--- config.mk ---
export PLATFORM = sky130hd
export DESIGN_NAME = dcache_init_sweep
export DESIGN_NICKNAME = d
export VERILOG_FILES = /design/src/rtl/dcache_init_sweep.sv
export SDC_FILE = /design/constraint.sdc
export NUM_CORES = 1
export LEC_CHECK = 0
export BUFFER_PORTS_ARGS = -buffer_cell sky130_fd_sc_hd__buf_2
export CAP_MARGIN = 15
export CORE_AREA = 2 2 39 41
export CTS_BUF_LIST = sky130_fd_sc_hd__clkbuf_16
export DETAILED_ROUTE_END_ITERATION = 8
export DIE_AREA = 0 0 41 43
export SLEW_MARGIN = 20
export SYNTH_ARGS = -nofsm -noshare
export SYNTH_HDL_FRONTEND = slang
export SYNTH_SLANG_ARGS = --single-unit
--- constraint.sdc ---
create_clock -name clk_i -period 1.85 [get_ports clk_i]
set_clock_uncertainty 0.1 [all_clocks]
set_input_delay 0.0925 -clock clk_i [delete_from_list [all_inputs] [get_ports clk_i]]
set_output_delay 0.0925 -clock clk_i [all_outputs]
set_load 0.02 [all_outputs]
--- src/rtl/dcache_init_sweep.sv ---
`timescale 1ns/1ps

module dcache_init_sweep #(
    parameter int INDEX_W = 9
) (
    input  logic               clk_i,
    input  logic               rst_i,
    output logic               clear_o,
    output logic [INDEX_W-1:0] clear_index_o,
    output logic               busy_o
);

    logic [INDEX_W-1:0] index_q;
    logic               busy_q;

    always_ff @(posedge clk_i) begin
        if (rst_i) begin
            index_q <= '0;
            busy_q  <= 1'b1;
        end else if (busy_q) begin
            index_q <= index_q + 1'b1;
            // Last line cleared
            if (&index_q) begin
                busy_q <= 1'b0;
            end
        end
    end

    assign clear_o       = busy_q;
    assign clear_index_o = index_q;
    assign busy_o        = busy_q;

    a_busy_once: assert property (@(posedge clk_i) disable iff (rst_i)
        !busy_q |=> !busy_q);

endmodule

# --- Yosys cells after proc, flatten, opt, wreduce, memory -nomap -nowiden ---
# Index checks and enable logic that the tools add are counted.
totals:
  register_bits: 10
  output_inout_bits: 11
  inputBits: 2
op_classes:
  n_mux: 2
  reduce_logical: 1
  n_addsub: 1
op_table:
  columns: ["cell", "n"]
  rows:
  - ["9-bit by 1-bit adder with 9-bit output, second input constant", 1]
  - ["9-bit AND reduction", 1]
  - ["1-bit 2-to-1 mux", 2]

# --- Depth between registers and ports, before layout ---
logic_depth:
  depth_word: 3
  ltp_mapped: 6
  mapped_depth_nobuf: 6

# --- Least setup slack after synthesis ---
# OpenSTA, ideal clock, no wires.
synth_timing:
  path_kind: "flip-flop to flip-flop"
  start: "register index_q[0] (netlist: clear_index_o[0])"
  end: "register index_q[8] (netlist: clear_index_o[8])"
  n_path_buf: 0
  required_ns: 1.622
  setup_slack_ns: 0.291
  synth_period_minus_slack_ns: 1.559
  stages_incl_launch_ff: 7
  t_arrival_ns: 1.332
  cell_sequence: "dfxtp_1 ha_1 nand2_1 nor3_1 ha_1 mux2i_1 nor2_1"
synth_via:
  elab_chain_len: 1
synth_rtl:
  columns: ["element", "line", "text"]
  rows:
  - ["from (decl)", "13", "logic [INDEX_W-1:0] index_q;"]
  - ["from (signal assigned)", "21", "index_q <= index_q + 1'b1;"]
  - ["9-bit by 1-bit adder with 9-bit output", "21", null]
# No other way between the ends.
# A chain may end at the register's enable or synchronous reset.

# --- Worst setup path after layout ---
# Same ends and word-level chain as after synthesis.

==> flow_metrics.tcl <==
set metrics [dict create \
    outcome "finished, final reports clean" \
    tightest_slew_ps 215 \
    cts_root_buf "clkbuf_16" \
    ys_seq_area_share_pct 45.8 \
    maxCapViolations 0 \
    cp.required_ps 1860 \
    wl_per_cell_um 9.58 \
    maxSlewViolCount 0 \
    cts_max_path_buffers 2 \
    cp-end-kind "flop" \
    power_density_nw_per_um2 1080 \
    initial_core_util_pct 31.6 \
    syn_area_um2 437 \
    dp_hpwl_um 566 \
    p_seq_share_pct 36.7 \
    finalHoldViolCount 0 \
    route.antenna.remaining_nets 0 \
    stdcell_count 76 \
    peakVddDrop_mv 0.873 \
    grt_pass1_wl_um 1260 \
    die_area_um2 1760 \
    syn_inst 47 \
    rows 14 \
    synthToLayoutAreaGrowth_pct 33.0 \
    clkLatencyLatePin_ps 230 \
    synth_top_area_share_pct 45.8 \
    pwr-share-clk_pct 58.4 \
    internal-power_w 0.000513 \
    min_period_ps 1480 \
    switching_share_pct 18.2 \
    dp.cells 73 \
    min-delay-start "rst_i" \
    first_global_vias 300 \
    die_h_um 43 \
    worstReg2RegStart "clear_index_o[0]" \
    routed_wl_um 728 \
    grt_max_degree 11 \
    die_x_um 41 \
    numCtsBuffers 3 \
    startpoint_type "flop" \
    min_path_type "primary input to flop" \
    p_leak_nw 0.257 \
    initialDrtViolationCount 8 \
    drive_above_1_share_pct 31.7 \
    pwr-share-comb_pct 4.9 \
    critical_path.max_fanout 5 \
    postCtsSetupRepairBufs 0 \
    slew_headroom_pct 85.7 \
    crit_arrival_ps 1490 \
    vias_per_cell 4.57 \
    max_freq_ghz 0.678 \
    postCtsResizedCells 0 \
    cts_max_level 1 \
    antennaDiodeCount 0 \
    p_switching_w 0.000114 \
    yosysTopAreaCell "dfxtp_1" \
    detail_route.first_pass.iterations 2 \
    num_io_pins 13 \
    routabilityCongestion 0.761 \
    setup_viol 0 \
    crit_start "clear_index_o[0]" \
    port_buffers 12 \
    postCtsHoldBufs 0 \
    nNetsFinal 66 \
    yosysUniqueCellTypes 20 \
    rsz0062_at_grt "no" \
    cts_tree "yes" \
    ys_ff_latch 10 \
    fin_setup_tns_ps 0 \
    clock-sinks 10 \
    drc 0 \
    yosysWarnings 0 \
    finalPower_w 0.000628 \
    synth_area_per_cell_um2 9.29 \
    synth_fp_nets 51 \
    fin_crit_sh_pct 79.8 \
    crit_type "flop to flop" \
    vias 347 \
    finalWorstSetupSlack_ps 375 \
    final_util_pct 42.0 \
    synth.area.top_cells "dfxtp_1 46%, xor2_1 6.0%, ha_1 5.7%, nor2_1 5.2%, mux2i_1 4.6%" \
    antenna_found_initial 0 \
    place_ws_ps 358 \
    core_area_um2 1380 \
    clk_pin_slew_ps 40 \
    grt.total_usage_pct 11.0 \
    gr-total-overflow 0 \
]
## cell families after synthesis
group                      after synthesis  synth area share, %
DFF                                     10                 45.8
buffers and inverters                    4                 5.15
adders and majority gates                2                 5.73
muxes                                    2                 4.58
and+or+nand+nor                         18                 21.5
AOI/OAI and AO/OA                        7                 9.17
xor gates and xnor gates                 4                 8.02
## layer usage
metal  vias to the layer above  part of all wire, %  global-route usage (%)
met3                         0                   10                    9.42
met4                         0                    0                    2.00
met2                        10                   39                    14.1
met5                         -                    0                       0
li1                        190                    -                       -
met1                       147                   51                    14.0
## synth_stat cells (all sizes together)
cell,number
xnor2,1
nand4,2
or3,2
inv,1
ha,2
buf,2
a21o,1
or4,1
nor2,6
nand3,3
nor3,1
mux2i,2
o31ai,1
xor2,3
clkbuf,1
a21oi,3
o21ai,2
dfxtp,10
nand2,3
## power groups by stage
stage	Combinational [W]	Sequential, W	Clock (W)
2_1_floorplan	0.0000145	0.000240	0
3_3_place_gp	0.0000312	0.000233	0
3_5_place_dp	0.0000311	0.000234	0
4_1_cts	0.0000313	0.000230	0.000376
5_1_grt	0.0000345	0.000231	0.000394
6_report	0.0000307	0.000230	0.000367
## layout by cell type (no fill, tap or decap)
cell       netlist  layout
or4_1            1       1
nand3_1          2       2
nand3_2          1       1
buf_2            0      12
nor2_1           6       6
o31ai_1          1       1
xnor2_1          1       1
nand4_1          2       2
dfxtp_1         10      10
a21o_1           1       1
ha_1             2       2
xor2_1           3       3
nand2_1          3       3
o21ai_0          2       2
or3_2            2       2
clkbuf_16        0       3
mux2i_1          2       2
buf_4            2       1
nor3_1           1       1
a21oi_1          3       3
inv_1            1       1
## per-stage QoR
stage	hold WS (ps)	instance area (um^2)
after floorplan	301	437
after global placement	304	505
after detailed placement	296	505
after CTS	52.4	581
after global routing	77.0	581
final	52.9	581
## registers in the layout, indices dropped and copies added, names as in the netlist
register / cells
clear_index_o: 9
busy_o: 1
## critical path, cell delays in order (launching register included)
cell,delay (ps)
dfxtp_1,390
ha_1,230
nand2_1,60
nor3_1,140
ha_1,250
mux2i_1,130
nor2_1,50
## area by class of cell
type                            count  area, um^2
Clock buffer                        3        75.1
Sequential cell                    10         200
Tap cell                           16        20.0
Timing Repair Buffer               13        67.6
Multi-Input combinational cell     33         214
Fill cell                         143         803
Inverter                            1        3.75
## final timing paths
kind | endpoint | slack (ps) | cells past startpoint
min reg2reg | clear_index_o[7] | 390 | 2
min | clear_index_o[7] | 50 | 2
max | clear_index_o[8] | 370 | 6
max reg2reg | clear_index_o[8] | 370 | 6
(Power assumes the default switching activity.)
