**src/rtl/dcache_pkg.sv**
```systemverilog
package dcache_pkg;

    localparam int addr_w = 17;
    localparam int data_w = 32;
    localparam int strb_w = data_w / 8;

    typedef enum logic [2:0] {
        st_idle,
        st_cache_read,
        st_cache_write,
        st_mem_read,
        st_mem_write,
        st_done
    } cache_state_e;

    // Source of array write data
    typedef enum logic {
        fill_cpu,
        fill_buf
    } fill_src_e;

    // Empty mask marks a load
    typedef struct packed {
        logic              sel;
        logic [addr_w-1:0] addr;
        logic [data_w-1:0] wdata;
        logic [strb_w-1:0] wmask;
    } cpu_req_t;

    // Empty strobe marks a read
    typedef struct packed {
        logic              valid;
        logic [addr_w-1:0] addr;
        logic [data_w-1:0] wdata;
        logic [strb_w-1:0] wstrb;
    } mem_req_t;

    typedef struct packed {
        logic [data_w-1:0] rdata;
        logic              ready;
    } mem_rsp_t;

endpackage
```
**src/rtl/dcache_ctrl.sv**
```systemverilog
`timescale 1ns/1ps

module dcache_ctrl (
    input  logic                     clk_i,
    input  logic                     rst_i,
    input  dcache_pkg::cpu_req_t     cpu_req_i,
    input  logic                     sweep_busy_i,
    input  logic                     hit_i,
    input  logic                     valid_i,
    input  logic                     dirty_i,
    input  logic                     mem_ready_i,
    output dcache_pkg::cache_state_e state_o,
    output logic                     ram_re_o,
    output logic                     ram_we_o,
    output dcache_pkg::fill_src_e    fill_src_o,
    output logic                     meta_we_o,
    output logic                     meta_dirty_o,
    output logic                     victim_load_o,
    output logic                     refill_load_o,
    output logic                     stall_o
);

    dcache_pkg::cache_state_e state_q;
    dcache_pkg::cache_state_e state_d;
    logic                     lookup_q;
    logic                     is_load;
    logic                     is_full;
    logic                     victim_dirty;
    logic                     req_active;

    assign is_load      = (cpu_req_i.wmask == '0);
    assign is_full      = &cpu_req_i.wmask;
    assign victim_dirty = valid_i && dirty_i && !hit_i;
    assign req_active   = cpu_req_i.sel && !sweep_busy_i;

    always_comb begin
        state_d = state_q;
        case (state_q)
            dcache_pkg::st_idle: begin
                if (req_active) begin
                    if (hit_i) begin
                        state_d = is_load ? dcache_pkg::st_cache_read
                                          : dcache_pkg::st_cache_write;
                    end else if (victim_dirty) begin
                        // Victim word is on the array output one cycle after lookup
                        if (lookup_q) begin
                            state_d = dcache_pkg::st_mem_write;
                        end
                    end else if (is_load || !is_full) begin
                        state_d = dcache_pkg::st_mem_read;
                    end else begin
                        state_d = dcache_pkg::st_cache_write;
                    end
                end
            end
            dcache_pkg::st_mem_write: begin
                if (mem_ready_i) begin
                    // Full-word store needs no fetch
                    state_d = is_full ? dcache_pkg::st_cache_write
                                      : dcache_pkg::st_mem_read;
                end
            end
            dcache_pkg::st_mem_read: begin
                if (mem_ready_i) begin
                    state_d = dcache_pkg::st_cache_write;
                end
            end
            dcache_pkg::st_cache_write: begin
                state_d = is_load ? dcache_pkg::st_cache_read : dcache_pkg::st_done;
            end
            dcache_pkg::st_cache_read: begin
                state_d = dcache_pkg::st_done;
            end
            dcache_pkg::st_done: begin
                state_d = dcache_pkg::st_idle;
            end
            default: begin
                state_d = dcache_pkg::st_idle;
            end
        endcase
    end

    always_ff @(posedge clk_i) begin
        if (rst_i) begin
            state_q  <= dcache_pkg::st_idle;
            lookup_q <= 1'b0;
        end else begin
            state_q  <= state_d;
            lookup_q <= (state_q == dcache_pkg::st_idle) && req_active;
        end
    end

    assign state_o = state_q;

    // Read in cache_write returns the word just written, used by load fills
    assign ram_re_o = (state_q == dcache_pkg::st_idle) || (state_q == dcache_pkg::st_cache_write);
    assign ram_we_o = (state_q == dcache_pkg::st_cache_write);

    // Loads and partial store misses write the refill buffer
    assign fill_src_o = (is_load || (!is_full && !hit_i)) ? dcache_pkg::fill_buf
                                                          : dcache_pkg::fill_cpu;

    assign meta_we_o    = (state_q == dcache_pkg::st_cache_write);
    assign meta_dirty_o = !is_load;

    assign victim_load_o = (state_q == dcache_pkg::st_idle) &&
                           (state_d == dcache_pkg::st_mem_write);
    assign refill_load_o = (state_q == dcache_pkg::st_mem_read) && mem_ready_i;

    assign stall_o = cpu_req_i.sel && (state_q != dcache_pkg::st_done);

    a_done_to_idle: assert property (@(posedge clk_i) disable iff (rst_i)
        state_q == dcache_pkg::st_done |=> state_q == dcache_pkg::st_idle);

    // Write-back only for a line that was valid and dirty at lookup
    a_evict_dirty: assert property (@(posedge clk_i) disable iff (rst_i)
        (state_q == dcache_pkg::st_idle ##1 state_q == dcache_pkg::st_mem_write)
        |-> $past(valid_i && dirty_i));

endmodule

```
**config.mk**
```make
export PLATFORM = sky130hd
export DESIGN_NAME = dcache_ctrl
export DESIGN_NICKNAME = d
export VERILOG_FILES = /design/src/rtl/dcache_pkg.sv /design/src/rtl/dcache_ctrl.sv
export SDC_FILE = /design/constraint.sdc
export NUM_CORES = 1
export LEC_CHECK = 0
export BUFFER_PORTS_ARGS = -buffer_cell sky130_fd_sc_hd__buf_4
export CAP_MARGIN = 20
export CORE_UTILIZATION = 25
export CTS_CLUSTER_DIAMETER = 100
export DETAILED_ROUTE_END_ITERATION = 16
export MAX_ROUTING_LAYER = met4
export PLACE_DENSITY_LB_ADDON = 0.15
export SLEW_MARGIN = 10
export SYNTH_ARGS = -nofsm -noshare
export SYNTH_HDL_FRONTEND = slang
export SYNTH_SLANG_ARGS = --single-unit
```
**constraint.sdc**
```tcl
create_clock -name clk_i -period 3.4 [get_ports clk_i]
set_input_delay 0.17 -clock clk_i [delete_from_list [all_inputs] [get_ports clk_i]]
set_output_delay 0.17 -clock clk_i [all_outputs]
set_load 0.03 [all_outputs]
```
## After elaboration in Yosys (flattened, before gate mapping)

Index checks and enable logic that the tools add are counted.

- Bits of input ports: 61
- Register bits after elaboration: 4

- Reductions and logical operators: 18
- Multiplexer cells: 12
- Equality and inequality tests: 6

Operators with widths:

| cell | number |
|---|---|
| $mux W3 | 7 |
| $pmux W3 S5 | 1 |
| $logic_and A1 B1 Y1 | 8 |
| $eq A3 B2 Y1 const B | 2 |
| $eq A3 B3 Y1 const B | 2 |
| $logic_not A1 Y1 | 4 |
| $logic_not A4 Y1 | 1 |
| $reduce_and A4 Y1 | 1 |
| $eq A3 B1 Y1 const B | 1 |
| $logic_not A3 Y1 | 1 |
| $logic_or A1 B1 Y1 | 3 |
| $mux W1 | 3 |
| $ne A3 B3 Y1 const B | 1 |
| $mux W2 | 1 |

## Longest topological paths before layout

Gate-level depths: netlist (run 1).

- Word-level depth: 10
- Gate-level depth with buffers: 5
- Mapped depth without buffers: 5

## Worst setup path after synthesis (run 1)

OpenSTA, ideal clock, no wires.

- Path type: reg2out
- Start: register state_q[2] (netlist: state_o[2])
- End: output port ram_we_o
- Data arrival time: 1,568 ps
- Cell stages (with the launch flop): 5
- Setup slack: 1,662 ps
- Path through: dfxtp_1 > clkbuf_1 > or2b_1 > nor2_1 > buf_4

- Word-level cells in the longest chain between the ends: 1

RTL lines:

| item | RTL line | source |
|---|---|---|
| start, declared | dcache_ctrl.sv:23 | `dcache_pkg::cache_state_e state_q;` |
| start signal, assigned | dcache_ctrl.sv:85 | `state_q <= dcache_pkg::st_idle;` |
| start signal, assigned | dcache_ctrl.sv:88 | `state_q <= state_d;` |
| $eq A3 B2 Y1 | n/a |  |
| end, declared | dcache_ctrl.sv:14 | `output logic ram_we_o,` |

Every way passes these cells.

## Worst setup path in the final report (run 1)

- Start: register state_q[0] (netlist: state_o[0])
- End: output port victim_load_o

- Word-level cells in the longest chain between the ends: 7

RTL lines:

| item | RTL line | source |
|---|---|---|
| $mux W3 | dcache_ctrl.sv:46 | `if (lookup_q) begin` |
| $mux W3 | dcache_ctrl.sv:44 | `end else if (victim_dirty) begin` |
| $mux W3 | dcache_ctrl.sv:41 | `if (hit_i) begin` |
| $mux W3 | dcache_ctrl.sv:40 | `if (req_active) begin` |
| $pmux W3 S5 | dcache_ctrl.sv:38 | `case (state_q)` |
| $eq A3 B3 Y1 | dcache_ctrl.sv:107 | `(state_d == dcache_pkg::st_mem_write);` |
| $logic_and A1 B1 Y1 * | dcache_ctrl.sv:106 | `assign victim_load_o = (state_q == dcache_pkg::st_idle) &&` |
| end, declared | dcache_ctrl.sv:18 | `output logic victim_load_o,` |

Every way passes the cells marked *; elsewhere a longest branch is shown, timed or not.

==> results of run 1 <==
## worst register-to-register path, delay by kind of cell, from the launching register on
kind	cells	cell delay (ps)
AO/OA/AOI/OAI	1	390
AND/OR/NAND/NOR	3	480
flip-flops	1	500
## through the flow
step / hold WS [ps] / instances / utilization
4_1_cts: 118 / 83 / 0.415
6_report: 121 / 83 / 0.415
5_1_grt: 123 / 83 / 0.415
3_5_place_dp: 362 / 80 / 0.398
2_1_floorplan: 239 / 46 / -
3_3_place_gp: 369 / 80 / 0.398
## routing by layer
| layer | share of wire | track usage | vias to the layer above |
|---|---|---|---|
| met2 | 0.46 | 0.172 | 20 |
| met3 | 0.089 | 0.0682 | 0 |
| met5 | 0 | - | - |
| li1 | - | - | 216 |
| met4 | 0 | 0.0517 | 0 |
| met1 | 0.46 | 0.141 | 180 |
## path summary, 6_finish.rpt
path / start / end / slack (ps) / cells past startpoint
setup / recovery: state_o[0]$_SDFF_PP0_ / victim_load_o / 1800 / 4
hold / removal: rst_i / state_o[1]$_SDFF_PP0_ / 120 / 2
setup reg to reg: state_o[2]$_SDFF_PP0_ / state_o[2]$_SDFF_PP0_ / 1900 / 4
hold reg to reg: state_o[1]$_SDFF_PP0_ / state_o[1]$_SDFF_PP0_ / 600 / 2
## layout make-up
class | instances | area [um2] | area share
Timing Repair Buffer | 22 | 165 | 0.306
Tap cell | 15 | 18.8 | 0.0347
Inverter | 3 | 11.3 | 0.0208
Sequential cell | 4 | 80.1 | 0.148
Multi-Input combinational cell | 36 | 243 | 0.449
Clock buffer | 3 | 22.5 | 0.0417
## cell usage in the layout, fill, tap and decap left out, drive strengths merged, types with 2 or more instances in the layout
cell	n
nor2b	3
inv	3
nand2	3
nand4	2
buf	22
clkbuf	3
nor2	5
a21oi	3
dfxtp	4
## flip-flops by register name (all words and copies together) (netlist names)
signal / cells
state_o: 3
lookup_q: 1
## cells by family (layout without fill, tap and decap cells)
logic type | Yosys count | in the layout | share of synthesized area
flip-flops | 4 | 4 | 0.227
AND/OR/NAND/NOR | 23 | 23 | 0.418
AO/OA/AOI/OAI | 13 | 13 | 0.270
buffers and inverters | 6 | 28 | 0.0851
## power breakdown
group / switching, mW / total (mW) / internal (mW) / leakage, nW
sequential: 0.0321 / 0.0940 / 0.0619 / 0.0328
combinational: 0.113 / 0.199 / 0.0860 / 0.189
clock: 0.0180 / 0.0574 / 0.0394 / 0.0138
==> summary.txt, run 1 <==
Critical path
  – Worst Setup Path Type: flip-flop to output pin
  – Slowest CP cell: dfxtp_1
  – Family with the most delay on the worst path: simple AND/OR/NAND/NOR gates
  – CP startpoint kind: flip-flop
  – CP endpoint kind: output pin
  – Crit path DAT: 1430 ps
  – Worst-path cell chain: nor2_2 > and3_4 > and4b_4 > buf_4
  – CP bufs+invs: 1
  – CP max FO: 10
  – CP peak stage delay: 390 ps
  – Req. time, crit path: 3230 ps

Clock network
  – Worst skew pair latency: 230 ps
  – Setup bufs post-CTS: 0
  – Clock sink count: 4
  – Clock Tree Root: clkbuf_4
  – CTS Buf Count: 3
  – Cts hold-fix bufs: 0
  – CTS resizes: 0
  – Clk buf depth: 2
  – H-tree levels: 1
  – Worst-path clk slew: 40 ps
  – Clock tree from TritonCTS: done

Pwr
  – Static Leak: 0.236 nW
  – Peak VDD IR: 0.190 mV
  – Pwr Density: 649 mW/mm2
  – Pwr Total: 0.351 mW

Synth
  – Synth area leader: dfxtp_1
  – Synthesized net count: 107
  – Main area contributors after synthesis: dfxtp_1 23%, nor2b_1 5.3%, a21oi_1 4.3%
  – Post-Synthesis Cell Area: 353 um2
  – Asr flop ratio synth: 0
  – Synth top area share: 0.227
  – Netlist cell types: 31
  – Mapped Cells: 46
  – Sequential area share after synthesis: 0.227
  – Syn avg cell area: 7.67 um2
  – FF+latch count, synth: 4
  – Ys Warns: 0
  – Post-synth top cells: 4 x dfxtp_1, 4 x nor2_1, 3 x a21oi_1, 3 x nand2_1, 3 x nor2b_1
  – Main synth FF type: dfxtp_1
  – EDFF count, synth: 0

Routing
  – Drt initial violations: 2
  – Final ANT Viol Nets: 0
  – Remaining DRCs: 0
  – TritonRoute pass-1 iters: 2
  – Routed WL: 835 um
  – Via density: 5.01
  – Vias: 416
  – Routed WL per cell: 10.1 um

Timing
  – Post-route setup slack: 1800 ps
  – Slew Viols, Final: 0
  – Setup TNS: 0 ps
  – RSZ-0062 raised after global routing: false
  – Setup-failing EPs final: 0
  – Post-route minimum period: 1600 ps
  – Worst Skew: 2.13 ps
  – Fmax achieved: 625 MHz
  – Final Hold Viols: 0
  – Period utilization: 0.471
  – Tightest Pin Transition: 348 ps
  – Max-slew headroom: 0.766

Final layout
  – Nets@finish: 131
  – Layout fillers: 145
  – Number of diodes: 0
  – Design area: 541 um2
  – P&R area growth vs syn: 53.2%
  – Fraction of layout cells with a size suffix above 1: 0.456

Min path
  – Hold Path Class: input pin to flip-flop

Floorplan
  – Ports: 72
  – Die ar.: 0.00157 mm2
  – Die H: 39.6 um
  – Die X: 39.6 um
  – Core ar.: 0.00130 mm2
  – Row cnt: 13
  – Initial Utilization: 0.271

Global routing
  – First-pass GRT wire length: 1.19 mm
  – GRT Total Usage: 0.122
  – Largest net degree at the start of global routing: 13
  – Vias in the first global route: 305
  – Remaining Overflow, GRT: 0
  – Initial antenna violation count: 0

Job
  – Max Cap Viol: 0

Place
  – Post-Place Cell Area: 518 um2
  – GPL Wtd Cong: 0.760
  – DPL Wire Length: 710 um
  – Worst slack at placement: 1890 ps
  – I/O Buffers: 22

Outcome
  – Status: finished clean
Power figures use the tool's default switching activity.
==> inputs of run 2 (changes only) <==
- CORE_UTILIZATION: 25 -> 23
- clock period: 3.4 -> 1.7 ns (I/O delays scaled with it)
==> run 2 against run 1 <==
- clock power increased by 100%
- global-route usage is 0.72 points lower
- combinational power grew 140%
- first-iteration DRC count rose by 50%
- critical path depth unchanged
- clock-buffer cell count unchanged
- register-to-register slack worse by 1700 ps
- wire length is 14% higher
==> summary.txt, run 2 (synthesis gave the netlist of run 1 again) <==
Final layout
  – Commonest cells after routing, fill and taps aside: 24 x buf_4, 4 x nor2_1, 4 x dfxtp_1
  – Number of diodes: 0 (unchanged)
  – Most common cell after layout, fill and taps aside: buf_4
  – Nets@finish: 133 (+1.5%)
  – Max FFs per register: 3 (unchanged)
  – Fraction of layout cells with a size suffix above 1: 0.471 (+0.0155)
  – Layout fillers: 154 (+6.2%)
  – Design area: 556 um2 (+2.8%)
  – P&R area growth vs syn: 57.4%

Critical path
  – Slowest CP cell: dfxtp_1
  – CP endpoint kind: output pin
  – Family with the most delay on the worst path: simple AND/OR/NAND/NOR gates
  – Worst-path cell chain: nor2_2 > and3_4 > and4b_4 > buf_4
  – Worst Setup Path Type: flip-flop to output pin
  – CP max FO: 8 (-2)
  – CP startpoint kind: flip-flop
  – Crit path DAT: 1450 ps (+20 ps)
  – CP peak stage delay: 370 ps (-20 ps)
  – CP bufs+invs: 1 (unchanged)
  – Req. time, crit path: 1620 ps (-1610 ps)

Clock network
  – CTS resizes: 0 (unchanged)
  – Cts hold-fix bufs: 0 (unchanged)
  – Setup bufs post-CTS: 0 (unchanged)
  – Worst skew pair latency: 230 ps (about the same)
  – Worst-path clk slew: 40 ps (about the same)
  – CTS Buf Count: 3 (unchanged)
  – H-tree levels: 1 (unchanged)
  – Clock sink count: 4 (unchanged)
  – Clock tree from TritonCTS: done
  – Clock Tree Root: clkbuf_4
  – Clk buf depth: 2 (unchanged)

Global routing
  – GRT Total Usage: 0.115 (-0.00715)
  – First-pass GRT wire length: 1.29 mm (+8.8%)
  – Initial antenna violation count: 0 (unchanged)
  – Largest net degree at the start of global routing: 12 (-1)
  – Vias in the first global route: 315 (+3.3%)
  – Remaining Overflow, GRT: 0 (unchanged)

Place
  – I/O Buffers: 22 (unchanged)
  – GPL Wtd Cong: 0.741 (-2.6%)
  – Post-Place Cell Area: 533 um2 (+2.9%)
  – DPL Wire Length: 743 um (+4.7%)

Floorplan
  – Die ar.: 0.00169 mm2 (+8.3%)
  – Initial Utilization: 0.258 (-0.0129)
  – Row cnt: 13 (unchanged)
  – Ports: 72 (unchanged)
  – Die H: 41.2 um (+4.0%)
  – Core ar.: 0.00137 mm2 (+5.0%)
  – Die X: 41.2 um (+4.0%)

Pwr
  – Net Sw Frac: 0.460 (-0.00540)
  – Combinational share of power: 0.633 (+0.065)
  – Psw: 0.341 mW (+110%)
  – Int Power: 0.400 mW (+110%)
  – Seq pwr share: 0.209 (-0.059)
  – Pwr Density: 1330 mW/mm2 (+110%)
  – Clock Power Share: 0.157 (-0.007)
  – Static Leak: 0.246 nW (+4.5%)
  – Peak VDD IR: 0.356 mV (+88%)

Routing
  – TritonRoute pass-1 iters: 2 (unchanged)
  – Routed WL: 949 um (+14%)
  – Drt initial violations: 3 (+1)
  – Via density: 5.07 (+1.2%)
  – Vias: 431 (+3.6%)
  – Final ANT Viol Nets: 0 (unchanged)
  – Remaining DRCs: 0 (unchanged)
  – Routed WL per cell: 11.2 um (+11%)

Timing
  – Max-slew headroom: 0.764 (-0.00216)
  – Slew Viols, Final: 0 (unchanged)
  – RSZ-0062 raised after global routing: false
  – Final Hold Viols: 0 (unchanged)
  – Tightest Pin Transition: 351 ps (+3.21 ps)
  – Setup TNS: 0 ps (unchanged)
  – Worst Skew: 6.16 ps (+4.03 ps)
  – Setup-failing EPs final: 0 (unchanged)
  – Fmax achieved: 651 MHz
  – Period utilization: 0.904
  – Post-route minimum period: 1540 ps

Min path
  – Hold Path Class: input pin to flip-flop

Job
  – Max Cap Viol: 0 (unchanged)

Outcome
  – Status: finished clean
## run 2: path summary, 6_finish.rpt
check / start / end / slack [ps] / cells past startpoint
worst max register to register: state_o[1]$_SDFF_PP0_ / state_o[2]$_SDFF_PP0_ / 240 / 4
worst min-delay path: rst_i / state_o[1]$_SDFF_PP0_ / 30 / 2
worst min register to register: state_o[1]$_SDFF_PP0_ / state_o[1]$_SDFF_PP0_ / 590 / 2
worst max-delay path: state_o[1]$_SDFF_PP0_ / victim_load_o / 160 / 4
## run 2: routing by layer
metal / vias to the layer above / GRT usage / share of wire
met2: 20 / 0.184 / 0.45
li1: 219 / - / -
met1: 192 / 0.154 / 0.48
met3: 0 / 0 / 0.067
met5: - / - / 0
met4: 0 / 0.0484 / 0
## run 2: power groups by stage
stage               Sequential, mW  Combinational [mW]  Clock (mW)
finish                       0.155               0.469       0.117
floorplan                    0.197               0.268           0
detailed placement           0.157               0.474           0
global route                 0.160               0.517       0.118
CTS                          0.156               0.475       0.117
global placement             0.157               0.474           0
## run 2: layout make-up
class / count / area (um2) / share of cell area
Tap cell: 15 / 18.8 / 0.0338
Sequential cell: 4 / 80.1 / 0.144
Multi-Input combinational cell: 36 / 243 / 0.437
Clock buffer: 3 / 22.5 / 0.0405
Inverter: 3 / 11.3 / 0.0203
Timing Repair Buffer: 24 / 180 / 0.324
## run 2: per-stage QoR
| step | util | setup slack [ps] | std cells | hold WS (ps) | power, mW |
|---|---|---|---|---|---|
| floorplan | - | 23.0 | 46 | 154 | 0.466 |
| global placement | 0.390 | 229 | 82 | 276 | 0.632 |
| detailed placement | 0.390 | 246 | 82 | 276 | 0.632 |
| CTS | 0.407 | 153 | 85 | 33.5 | 0.748 |
| global route | 0.407 | 83.7 | 85 | 49.6 | 0.795 |
| finish | 0.407 | 163 | 85 | 33.8 | 0.741 |
## run 2: worst reg2reg max path, cell delays in order (launching register included)
cell	delay [ps]
dfxtp_1	450
nor2_2	100
and3_4	200
and4b_4	200
o41a_1	390
