==> src/rtl/dcache_pkg.sv <==
package dcache_pkg;

    localparam int addr_w = 17;
    localparam int data_w = 32;
    localparam int strb_w = data_w / 8;

    typedef enum logic [2:0] {
        st_idle,
        st_cache_read,
        st_cache_write,
        st_mem_read,
        st_mem_write,
        st_done
    } cache_state_e;

    // Source of array write data
    typedef enum logic {
        fill_cpu,
        fill_buf
    } fill_src_e;

    // Empty mask marks a load
    typedef struct packed {
        logic              sel;
        logic [addr_w-1:0] addr;
        logic [data_w-1:0] wdata;
        logic [strb_w-1:0] wmask;
    } cpu_req_t;

    // Empty strobe marks a read
    typedef struct packed {
        logic              valid;
        logic [addr_w-1:0] addr;
        logic [data_w-1:0] wdata;
        logic [strb_w-1:0] wstrb;
    } mem_req_t;

    typedef struct packed {
        logic [data_w-1:0] rdata;
        logic              ready;
    } mem_rsp_t;

endpackage
==> src/rtl/dcache_datapath.sv <==
`timescale 1ns/1ps

module dcache_datapath #(
    parameter int INDEX_W = 9,
    parameter int TAG_W   = 8
) (
    input  logic                            clk_i,
    input  logic                            rst_i,
    input  dcache_pkg::cpu_req_t            cpu_req_i,
    input  dcache_pkg::cache_state_e        state_i,
    input  logic [dcache_pkg::data_w-1:0]   ram_rdata_i,
    input  logic [TAG_W-1:0]                victim_tag_i,
    input  dcache_pkg::mem_rsp_t            mem_rsp_i,
    input  logic                            victim_load_i,
    input  logic                            refill_load_i,
    input  dcache_pkg::fill_src_e           fill_src_i,
    output logic [dcache_pkg::data_w-1:0]   ram_wdata_o,
    output logic [dcache_pkg::strb_w-1:0]   ram_wmask_o,
    output dcache_pkg::mem_req_t            mem_req_o,
    output logic [dcache_pkg::data_w-1:0]   rdata_o
);

    logic [dcache_pkg::addr_w-1:0] mem_addr_q;
    logic [dcache_pkg::data_w-1:0] mem_wdata_q;
    logic [dcache_pkg::strb_w-1:0] mem_wstrb_q;
    logic [dcache_pkg::data_w-1:0] refill_q;
    logic                          read_setup;

    // Read request loaded in idle or when the write-back completes
    assign read_setup = (state_i == dcache_pkg::st_idle) ||
                        (state_i == dcache_pkg::st_mem_write && mem_rsp_i.ready);

    always_ff @(posedge clk_i) begin
        if (rst_i) begin
            mem_wstrb_q <= '0;
        end else if (victim_load_i) begin
            mem_wstrb_q <= '1;
        end else if (read_setup) begin
            mem_wstrb_q <= '0;
        end
    end

    always_ff @(posedge clk_i) begin
        if (victim_load_i) begin
            mem_addr_q  <= {victim_tag_i, cpu_req_i.addr[INDEX_W-1:0]};
            mem_wdata_q <= ram_rdata_i;
        end else if (read_setup) begin
            mem_addr_q <= cpu_req_i.addr;
        end
    end

    // Store bytes over the fetched word, a plain copy for loads
    always_ff @(posedge clk_i) begin
        if (refill_load_i) begin
            for (int b = 0; b < dcache_pkg::strb_w; b++) begin
                refill_q[8*b +: 8] <= cpu_req_i.wmask[b] ? cpu_req_i.wdata[8*b +: 8]
                                                         : mem_rsp_i.rdata[8*b +: 8];
            end
        end
    end

    always_ff @(posedge clk_i) begin
        if (state_i == dcache_pkg::st_cache_read) begin
            rdata_o <= ram_rdata_i;
        end
    end

    assign ram_wdata_o = (fill_src_i == dcache_pkg::fill_buf) ? refill_q : cpu_req_i.wdata;
    assign ram_wmask_o = (fill_src_i == dcache_pkg::fill_buf) ? '1 : cpu_req_i.wmask;

    assign mem_req_o.valid = (state_i == dcache_pkg::st_mem_read) ||
                             (state_i == dcache_pkg::st_mem_write);
    assign mem_req_o.addr  = mem_addr_q;
    assign mem_req_o.wdata = mem_wdata_q;
    assign mem_req_o.wstrb = mem_wstrb_q;

endmodule

==> config.mk <==
export PLATFORM = sky130hd
export DESIGN_NAME = dcache_datapath
export DESIGN_NICKNAME = d
export VERILOG_FILES = /design/src/rtl/dcache_pkg.sv /design/src/rtl/dcache_datapath.sv
export SDC_FILE = /design/constraint.sdc
export NUM_CORES = 1
export LEC_CHECK = 0
export ABC_AREA = 0
export BUFFER_PORTS_ARGS = -buffer_cell sky130_fd_sc_hd__buf_2
export CAP_MARGIN = 20
export CORE_ASPECT_RATIO = 0.9
export CORE_UTILIZATION = 47
export DETAILED_ROUTE_END_ITERATION = 16
export PLACE_DENSITY_LB_ADDON = 0.08
export SLEW_MARGIN = 25
export SYNTH_ARGS = -nofsm -noshare
export SYNTH_HDL_FRONTEND = slang
export SYNTH_SLANG_ARGS = --single-unit
==> constraint.sdc <==
create_clock -name clk_i -period 10.3 [get_ports clk_i]
set_input_delay 2.06 -clock clk_i [delete_from_list [all_inputs] [get_ports clk_i]]
set_output_delay 2.06 -clock clk_i [all_outputs]
set_load 0.01 [all_outputs]
After elaboration in Yosys (flattened, before gate mapping)
Cells that the tools add are included.
W data, S select, Z words.
{ "classes": {"n_reduce_logical": 5, "div": 0, "multipliers": 0, "n_eq_ne": 3, "bitwise": 0, "addsub": 0, "n_mux": 10, "magnitude_cmp": 0, "shifts": 0} }
{ "op_table": {"columns": ["op", "n"], "rows": [
  ["$mux W17", 2],
  ["$mux W32", 1],
  ["$mux W8", 4],
  ["$mux W4", 3],
  ["$eq A3 B1 Y1 const B", 1],
  ["$eq A3 B2 Y1 const B", 1],
  ["$eq A3 B3 Y1 const B", 1],
  ["$logic_not A3 Y1", 1],
  ["$logic_or A1 B1 Y1", 2],
  ["$reduce_bool A2 Y1", 1],
  ["$logic_and A1 B1 Y1", 1]
]} }
{ "totals": {"rom_bits": 0, "ram_bits": 0, "reg_bits": 117, "latch_bits": 0, "word_cells": 23, "n_memories": 0, "inputBits": 135, "out_inout_bits": 122} }

Depth between registers and ports, before layout
Gate-level depths: netlist (run 1).
{ "logic_depth": {"word_depth": 5, "depth_mapped": 3} }

Least setup slack after synthesis (run 1)
No wires, ideal clock.
{ "synth_timing": {"path_kind": "input to register", "from": "input port state_i[1]", "to": "register rdata_o[0] (netlist bit) (enable)", "path_buffers": 0, "path_slack_ns": 5.369, "setup_ns": 0.468, "t_required_ns": 9.832, "path_stages": 1, "arrival_time_ns": 4.463, "path_cell_list": "nor3b_1"} }
{ "synth_via": {"elab_chain_cells": 1} }
{ "synth_rtl": {"columns": ["element", "line_no", "text"], "rows": [
  ["start: declaration", "dcache_datapath.sv:10", "input dcache_pkg::cache_state_e state_i,"],
  ["$eq A3 B1 Y1", "dcache_datapath.sv:63", "if (state_i == dcache_pkg::st_cache_read) begin"],
  ["end signal: assignment", "dcache_datapath.sv:64", "rdata_o <= ram_rdata_i;"],
  ["end: declaration", "dcache_datapath.sv:20", "output logic [dcache_pkg::data_w-1:0] rdata_o"]
]} }
No other way between the ends.
A chain may end at the register's enable or synchronous reset.

Worst setup path after layout (run 1)
{ "layout_timing": {"from": "input port fill_src_i", "to": "output port ram_wdata_o[3] (netlist bit)"} }
{ "layout_via": {"elab_chain_cells": 1} }
{ "layout_rtl": {"columns": ["element", "line_no", "text"], "rows": [
  ["start: declaration", "dcache_datapath.sv:16", "input dcache_pkg::fill_src_e fill_src_i,"],
  ["$mux W32", "dcache_datapath.sv:68", "assign ram_wdata_o = (fill_src_i == dcache_pkg::fill_buf) ? refill_q : cpu_req_i.wdata;"],
  ["end: declaration", "dcache_datapath.sv:17", "output logic [dcache_pkg::data_w-1:0] ram_wdata_o,"]
]} }
No other way between the ends.

==> out/metrics.yaml, run 1 <==
power_and_ir_drop:
  combPwrFrac_pct: 11.0
  p_int_mw: 0.990
  seq_power_share_pct: 44.3
  p_leak_nw: 2.81
  ir_worst_vdd_mv: 0.131
  switchingPower_mw: 0.275
  power_density_nw_per_um2: 197
  total_power_mw: 1.27
  p_sw_share_pct: 21.7
  p_clk_share_pct: 44.7
placement:
  dp_hpwl_mm: 7.13
  place.gp.congestion: 0.751
  io_buffers: 255
clock_network:
  cts_sinks: 114
  cts_hold_buf: 0
  cts_setup_buffers: 0
  cts_tree: "yes"
  ctsResizeCount: 0
  cts-buffers-inserted: 17
  cts.path.max_buffers: 2
  htreeDepth: 4
  clockRootBuffer: "clkbuf_8"
  path_clk_slew_ps: 60
  clock_latency_ps: 490
floorplan:
  initial_utilization_pct: 49.1
  fp.dieArea_sq_um: 10000
  chipHeight_um: 95
  die_w_um: 105
  ios: 257
  rows: 33
  core_area_sq_um: 9210
sta:
  skew_ps: 0
  rsz0062_at_grt: "false"
  hold_viol: 0
  fin_crit_sh_pct: 53.0
  fin_setup_tns_ps: 0
  slew_violations: 0
  tightest_slew_ps: 1040
  clock.fmax_mhz: 183
  maxSlewHeadroom_pct: 30.6
  setup_viol: 0
  period_minus_slack_ps: 5460
synth:
  avgSynthCellArea_sq_um: 21.3
  yosys.area.top_type_share_pct: 75.1
  synth_common_cells: "edfxtp_1, mux2_2, mux2_4"
  synth_cell_type_count: 16
  synthArstFlopShare_pct: 0
  ys_ff_latch: 114
  synth_edf_count: 113
  ys_warn_count: 0
  synth_top_area_cell: "edfxtp_1"
  syn_nets: 347
  yosysMostFrequentCell: "edfxtp_1"
  netlist_area_sq_um: 4520
  synth_ff_type: "edfxtp_1"
  synth-seq-area-share_pct: 75.6
  synthCells: 212
  synth_area_leaders: "edfxtp_1, mux2_2, mux2_4"
layout:
  n_antenna_cell: 0
  fillCellCount: 659
  nets: 610
  layout-drive-gt1-share_pct: 74.4
  area_delta_synth_final_pct: 42.4
job:
  drv_cap: 0
drt:
  first_pass_iters: 4
  vias: 2896
  ant_nets: 0
  routedWlPerCell_um: 16.4
  wl_mm: 9.98
  drc_errors: 0
  dr.first_iter.drc_count: 84
  routed_via_density: 4.75
worst_setup_path:
  critPathLaunchType: "input pin"
  end_kind: "output port"
  arrival_ps: 3400
  cpMostUsedCell: "buf_2"
  path_max_fanout: 36
  critPathKind: "input pin to output port"
  required_ps: 8240
  slowest_stage: "buf_2"
  cpPeakStageDelay_ps: 780
  crit_chain: "buf_2, mux2_2, buf_2"
global_route:
  grt_use_total_pct: 19.5
  grt_start_max_net_pins: 43
  grt_pass1_vias: 2805
  antenna_found_initial: 0
  grt_pass1_wl_mm: 14.2
  overflow: 0
min_path:
  hold_class: "flop to flop"
outcome:
  status: "finished, final reports clean"
[worst max-delay path: cells and delay by family]
family,cells,cell delay [ps]
buffers and inverters,2,920
multiplexers,1,410
[layout make-up]
type                       count  area [sq um]  share of cell area (%)
inverter                       2          7.51                   0.117
clock buffer                  18           418                    6.50
tap                          122           153                    2.37
sequential                   114          3410                    53.1
clock inverter                14           164                    2.55
timing repair buffer         256          1280                    20.0
multi-input combinational     84           991                    15.4
[power by group through the flow]
| stage | clock [mW] | combinational, mW | sequential (mW) |
|---|---|---|---|
| floorplan | 0 | 0.0543 | 0.583 |
| global placement | 0 | 0.138 | 0.568 |
| detailed placement | 0 | 0.140 | 0.569 |
| CTS | 0.577 | 0.140 | 0.561 |
| global route | 0.596 | 0.149 | 0.564 |
| finish | 0.566 | 0.139 | 0.561 |
[routing by layer]
| layer | vias to the layer above | track usage, % | share of wire [%] |
|---|---|---|---|
| met5 | - | 0 | 0 |
| met2 | 142 | 34.5 | 53 |
| met4 | 0 | 7.16 | 1.5 |
| met1 | 1376 | 20.8 | 36 |
| met3 | 12 | 8.49 | 9.2 |
| li1 | 1366 | - | - |
[sequential cells by signal (all words and copies together) (netlist names)]
register	count
rdata_o	32
mem_wdata_q	32
mem_wstrb_q	1
refill_q	32
mem_addr_q	17
[worst paths after layout]
check	start	to	slack [ps]	cells past startpoint
hold / removal	mem_wstrb_q[2]	mem_wstrb_q[2]	520	2
setup / recovery	fill_src_i	ram_wdata_o[3]	4840	3
hold reg to reg	mem_wstrb_q[2]	mem_wstrb_q[2]	520	2
setup reg to reg	mem_wstrb_q[2]	mem_wstrb_q[2]	9670	2
[cell usage in the layout (no fill, tap or decap)]
cell and n:
buf_2 255, buf_4 1, mux2_2 46, clkbuf_1 1, inv_6 1, or2_2 5, dfxtp_1 1, nand2b_1 2
clkinvlp_4 4, clkinv_2 2, clkbuf_8 1, clkinv_4 2, o21ai_0 1, bufinv_16 3, nand3b_1 1, nor3b_2 1
mux2_4 26, edfxtp_1 113, inv_1 2, clkbuf_16 16, clkinv_1 2, o22ai_1 1, a211oi_1 1
[logic make-up after synthesis]
kind of cell / Yosys count / synth area share (%)
DFF: 114 / 75.6
buffers and inverters: 14 / 2.60
AOI/OAI and AO/OA: 3 / 0.416
muxes: 72 / 20.1
and+or+nand+nor: 9 / 1.30
[stage by stage]
| step | setup slack, ps | utilization, % | hold WS (ps) | instance area (sq um) | std cells |
|---|---|---|---|---|---|
| after floorplan | 5370 | - | 529 | 4520 | 212 |
| after global placement | 4820 | 63.5 | 490 | 5850 | 578 |
| after detailed placement | 4830 | 63.5 | 509 | 5850 | 578 |
| after CTS | 4830 | 69.8 | 529 | 6430 | 610 |
| after global routing | 4780 | 69.8 | 556 | 6430 | 610 |
| final | 4840 | 69.8 | 524 | 6430 | 610 |
(Power assumes the default switching activity.)
==> run 2, diff against run 1 <==
ABC_AREA = 1   (was 0)
CORE_UTILIZATION = 40   (was 47)
clock period = 4.6 ns   (was 10.3 ns; I/O delays follow)
==> out/metrics.yaml, run 2 <==
synth:
  netlist_area_sq_um: 4550
  synth_top_area_cell: "edfxtp_1"
  synthCells: 331
  avgSynthCellArea_sq_um: 13.7
  syn_nets: 466
  synthArstFlopShare_pct: 0
  ys_ff_latch: 114
  synth_area_leaders: "edfxtp_1, nand2_1, mux2_4"
  synth_edf_count: 113
  synth_common_cells: "nand2_1, edfxtp_1, mux2_4"
  synth_ff_type: "edfxtp_1"
  synth_cell_type_count: 19
  yosysMostFrequentCell: "nand2_1"
  ys_warn_count: 0
  synth-seq-area-share_pct: 75.0
  yosys.area.top_type_share_pct: 74.6
min_path:
  hp-start: "mem_wstrb_q[2]"
  hold_class: "flop to flop"
  min_path_cells: 2
sta:
  setup_viol: 0
  period_minus_slack_ps: 2940
  hold_viol: 0
  fin_setup_tns_ps: 0
  maxSlewHeadroom_pct: 50.9
  fin_crit_sh_pct: 63.9
  setup_ws_ps: 1660
  clock.fmax_mhz: 340
  rsz0062_at_grt: "false"
  tightest_slew_ps: 736
  skew_ps: 0
  slew_violations: 0
clock_network:
  cts-buffers-inserted: 17
  htreeDepth: 4
  cts_setup_buffers: 0
  clock_latency_ps: 400
  cts_hold_buf: 0
  path_clk_slew_ps: 50
  cts_sinks: 114
  clockRootBuffer: "clkbuf_16"
  cts_tree: "yes"
  cts.path.max_buffers: 2
  ctsResizeCount: 0
drt:
  vias: 3299
  routedWlPerCell_um: 13.7
  first_pass_iters: 4
  routed_via_density: 4.36
  wl_mm: 10.4
  dr.first_iter.drc_count: 86
  ant_nets: 0
  drc_errors: 0
worst_setup_path:
  r2r.worst_path.cells: 2
  r2r_start: "mem_wstrb_q[2]"
  critPathLaunchType: "input pin"
  required_ps: 3680
  path_max_fanout: 36
  critPathLaunch: "fill_src_i"
  critPathKind: "input pin to output port"
  end_kind: "output port"
  arrival_ps: 2020
floorplan:
  chipHeight_um: 103
  rows: 36
  die_w_um: 114
  ios: 257
  core_area_sq_um: 10900
  initial_utilization_pct: 41.6
  fp.dieArea_sq_um: 11800
power_and_ir_drop:
  power_density_nw_per_um2: 437
  p_leak_nw: 3.07
  total_power_mw: 2.82
  ir_worst_vdd_mv: 0.311
global_route:
  grt_pass1_wl_mm: 14.7
  grt_busiest_layer: "met2"
  overflow: 0
  grt_util_met1_pct: 18.9
  grt_start_max_net_pins: 42
  grt_pass1_vias: 3013
  grt_use_total_pct: 17.1
  grtUsageMet2_pct: 29.4
  antenna_found_initial: 0
  met3_usage_pct: 7.58
placement:
  dpl_cell_area_sq_um: 5880
  place.gp.congestion: 0.796
  io_buffers: 255
  dp_hpwl_mm: 7.53
  pre_cts_slack_ps: 1670
  placed_cells: 725
layout:
  finalNonFillerCells: 757
  area_delta_synth_final_pct: 42.0
  post-route-cell-area_sq_um: 6460
  most-common-layout-cells: "buf_2, nand2_1, edfxtp_1, clkbuf_16, mux2_4"
  fillCellCount: 945
  mostFrequentLayoutCell: "buf_2"
  multiInputGateArea_sq_um: 955
  reg.largest.list: "mem_wdata_q x32, rdata_o x32, refill_q x32"
  n_antenna_cell: 0
  nets: 727
  seq_area_sq_um: 3410
  layout-drive-gt1-share_pct: 52.9
outcome:
  status: "finished, final reports clean"
job:
  drv_cap: 0
## run 2: path summary, 6_finish.rpt
check	endpoint	slack, ps
worst max-delay path	ram_wdata_o[11]	1660
worst min-delay path	mem_wstrb_q[2]	490
worst max register to register	mem_wstrb_q[2]	4000
worst min register to register	mem_wstrb_q[2]	490
## run 2: logic make-up after synthesis
logic type	Yosys count	share of synthesized area (%)
AND/OR/NAND/NOR	176	15.1
flip-flops	114	75.0
buffers and inverters	21	4.12
multiplexers	16	5.28
AO/OA/AOI/OAI	4	0.440
## run 2: worst max-delay path, cell delays in order
cell and delay (ps):
buf_2 550, inv_8 210, nand2_1 110, nand2_1 60, buf_2 140
## run 2: layer usage
metal  part of all wire, %  vias to the layer above
met3                   9.0                       10
met4                  0.98                        0
met2                    50                      147
met1                    40                     1492
met5                     0                        -
li1                      -                     1650
## run 2: where the power goes
group	leakage [nW]	switching, mW	internal [mW]
combinational	1.70	0.168	0.133
sequential	1.10	0.0183	1.24
clock	0.280	0.470	0.800
## run 2: cell type report
| class | instances | share of cell area, % |
|---|---|---|
| Sequential cell | 114 | 52.8 |
| Inverter | 6 | 0.465 |
| Clock buffer | 17 | 6.58 |
| Multi-Input combinational cell | 196 | 14.8 |
| Clock inverter | 15 | 2.46 |
| Timing Repair Buffer | 257 | 20.0 |
| Tap cell | 152 | 2.94 |
## run 2: metrics by stage
stage,hold slack (ps),util (%)
4_1_cts,496,59.1
3_5_place_dp,488,53.7
5_1_grt,527,59.1
3_3_place_gp,478,53.7
2_1_floorplan,513,-
6_report,489,59.1
==> run 3, diff against run 2 <==
CORE_UTILIZATION = 44   (was 40)
clock period = 2.95 ns   (was 4.6 ns; I/O delays follow)
==> out/metrics.yaml, run 3 (synthesis gave the netlist of run 2 again) <==
worst_setup_path:
  critPathLaunchType: "input pin"
  slowest_stage: "buf_2"
  critPathKind: "input pin to output port"
  regToRegSetupSlack_ps: 2350
  end_kind: "output port"
  required_ps: 2360
  path_max_fanout: 23
  arrival_ps: 1560
  crit_chain: "buf_2, buf_4, nand2_1, nand2_1, buf_2"
  path_delay_family: "buffers and inverters"
  path_buf_inv: 3
  r2r_start: "mem_wstrb_q[2]"
  cpPeakStageDelay_ps: 380
  critPathLaunch: "fill_src_i"
layout:
  fillCellCount: 801
  multiInputGateArea_sq_um: 961
  post-route-cell-area_sq_um: 6430
  finalNonFillerCells: 732
  reg.largest.list: "mem_wdata_q x32, rdata_o x32, refill_q x32"
  seq_area_sq_um: 3410
  mostFrequentLayoutCell: "buf_2"
  layout-drive-gt1-share_pct: 53.0
  n_antenna_cell: 0
  area_delta_synth_final_pct: 41.4
  most-common-layout-cells: "buf_2, nand2_1, edfxtp_1, clkbuf_16, mux2_4"
  nets: 728
floorplan:
  initial_utilization_pct: 46.1
  chipHeight_um: 98.5
  fp.dieArea_sq_um: 10800
  ios: 257
  die_w_um: 109
  core_area_sq_um: 9870
  rows: 34
sta:
  setup_viol: 0
  rsz0062_at_grt: "false"
  maxSlewHeadroom_pct: 50.1
  skew_ps: 0
  clock.fmax_mhz: 466
  fin_crit_sh_pct: 72.8
  period_minus_slack_ps: 2150
  fin_setup_tns_ps: 0
  slew_violations: 0
  hold_viol: 0
  tightest_slew_ps: 748
global_route:
  grt_use_total_pct: 20.3
  grt_start_max_net_pins: 41
  overflow: 0
  grt_pass1_wl_mm: 15.9
  grt_pass1_vias: 3267
  antenna_found_initial: 0
drt:
  ant_nets: 0
  first_pass_iters: 4
  routed_via_density: 4.65
  wl_mm: 10.7
  routedWlPerCell_um: 14.7
  drc_errors: 0
  dr.first_iter.drc_count: 180
  vias: 3402
clock_network:
  cts_hold_buf: 0
  clock_latency_ps: 400
  clockRootBuffer: "clkbuf_16"
  cts.path.max_buffers: 2
  cts_sinks: 114
  cts-buffers-inserted: 17
  htreeDepth: 4
  ctsResizeCount: 0
  cts_tree: "yes"
  path_clk_slew_ps: 50
  cts_setup_buffers: 0
job:
  drv_cap: 0
placement:
  dpl_cell_area_sq_um: 5860
  io_buffers: 255
  dp_hpwl_mm: 7.75
  place.gp.congestion: 0.802
  placed_cells: 700
min_path:
  hold_class: "input pin to flop"
  hp-start: "rst_i"
outcome:
  status: "finished, final reports clean"
power_and_ir_drop:
  ir_worst_vdd_mv: 0.390
  p_leak_nw: 3.07
  power_density_nw_per_um2: 680
run 3: cell count changes in the layout (fill, tap and decap cells not counted):
cell | before | now
inv_8 | 1 | 2
buf_4 | 2 | 3
inv_6 | 3 | 5
bufinv_16 | 2 | 1
nor3b_2 | 1 | 0
clkinv_2 | 3 | 0
clkinv_4 | 4 | 3
nor3b_4 | 0 | 1
clkinvlp_4 | 3 | 5
run 3: per-stage QoR:
step,hold slack (ps),utilization (%),setup slack [ps],power (mW)
floorplan,513,-,631,2.21
global placement,470,59.4,818,2.45
detailed placement,487,59.4,810,2.47
CTS,322,65.2,805,4.43
global route,336,65.2,703,4.54
finish,336,65.2,804,4.37
run 3: cell type report:
class,instances,share of cell area [%]
Clock buffer,17,6.61
Inverter,6,0.467
Clock inverter,15,2.31
Multi-Input combinational cell,196,14.9
Sequential cell,114,53.0
Tap cell,126,2.45
Timing Repair Buffer,258,20.2
run 3: path summary, 6_finish.rpt:
| kind | to | cells after the start |
|---|---|---|
| hold / removal | mem_wstrb_q[2] | 2 |
| setup reg to reg | mem_wstrb_q[2] | 2 |
| setup / recovery | ram_wdata_o[22] | 5 |
| hold reg to reg | mem_wstrb_q[2] | 2 |
run 3: per-layer routing:
layer | part of all wire [%] | global-route usage (%) | wire (um) | up-vias
met1 | 38 | 22.0 | 4090 | 1565
met4 | 1.6 | 8.41 | 169 | 0
met3 | 9.0 | 7.61 | 971 | 13
met2 | 51 | 35.5 | 5500 | 170
li1 | - | - | - | 1654
met5 | 0 | 0 | 0 | -
run 3: worst register-to-register path: stages (launching register included):
cell and delay (ps):
dfxtp_1 370, nand2_1 70, a21oi_1 110
run 3: power by group:
part           switching, mW  total (mW)  leakage (nW)  internal, mW
Sequential            0.0306        1.96          1.10          1.93
Combinational          0.265       0.473          1.70         0.208
Clock                  0.764        1.94         0.265          1.18
Total                   1.06        4.37          3.07          3.31
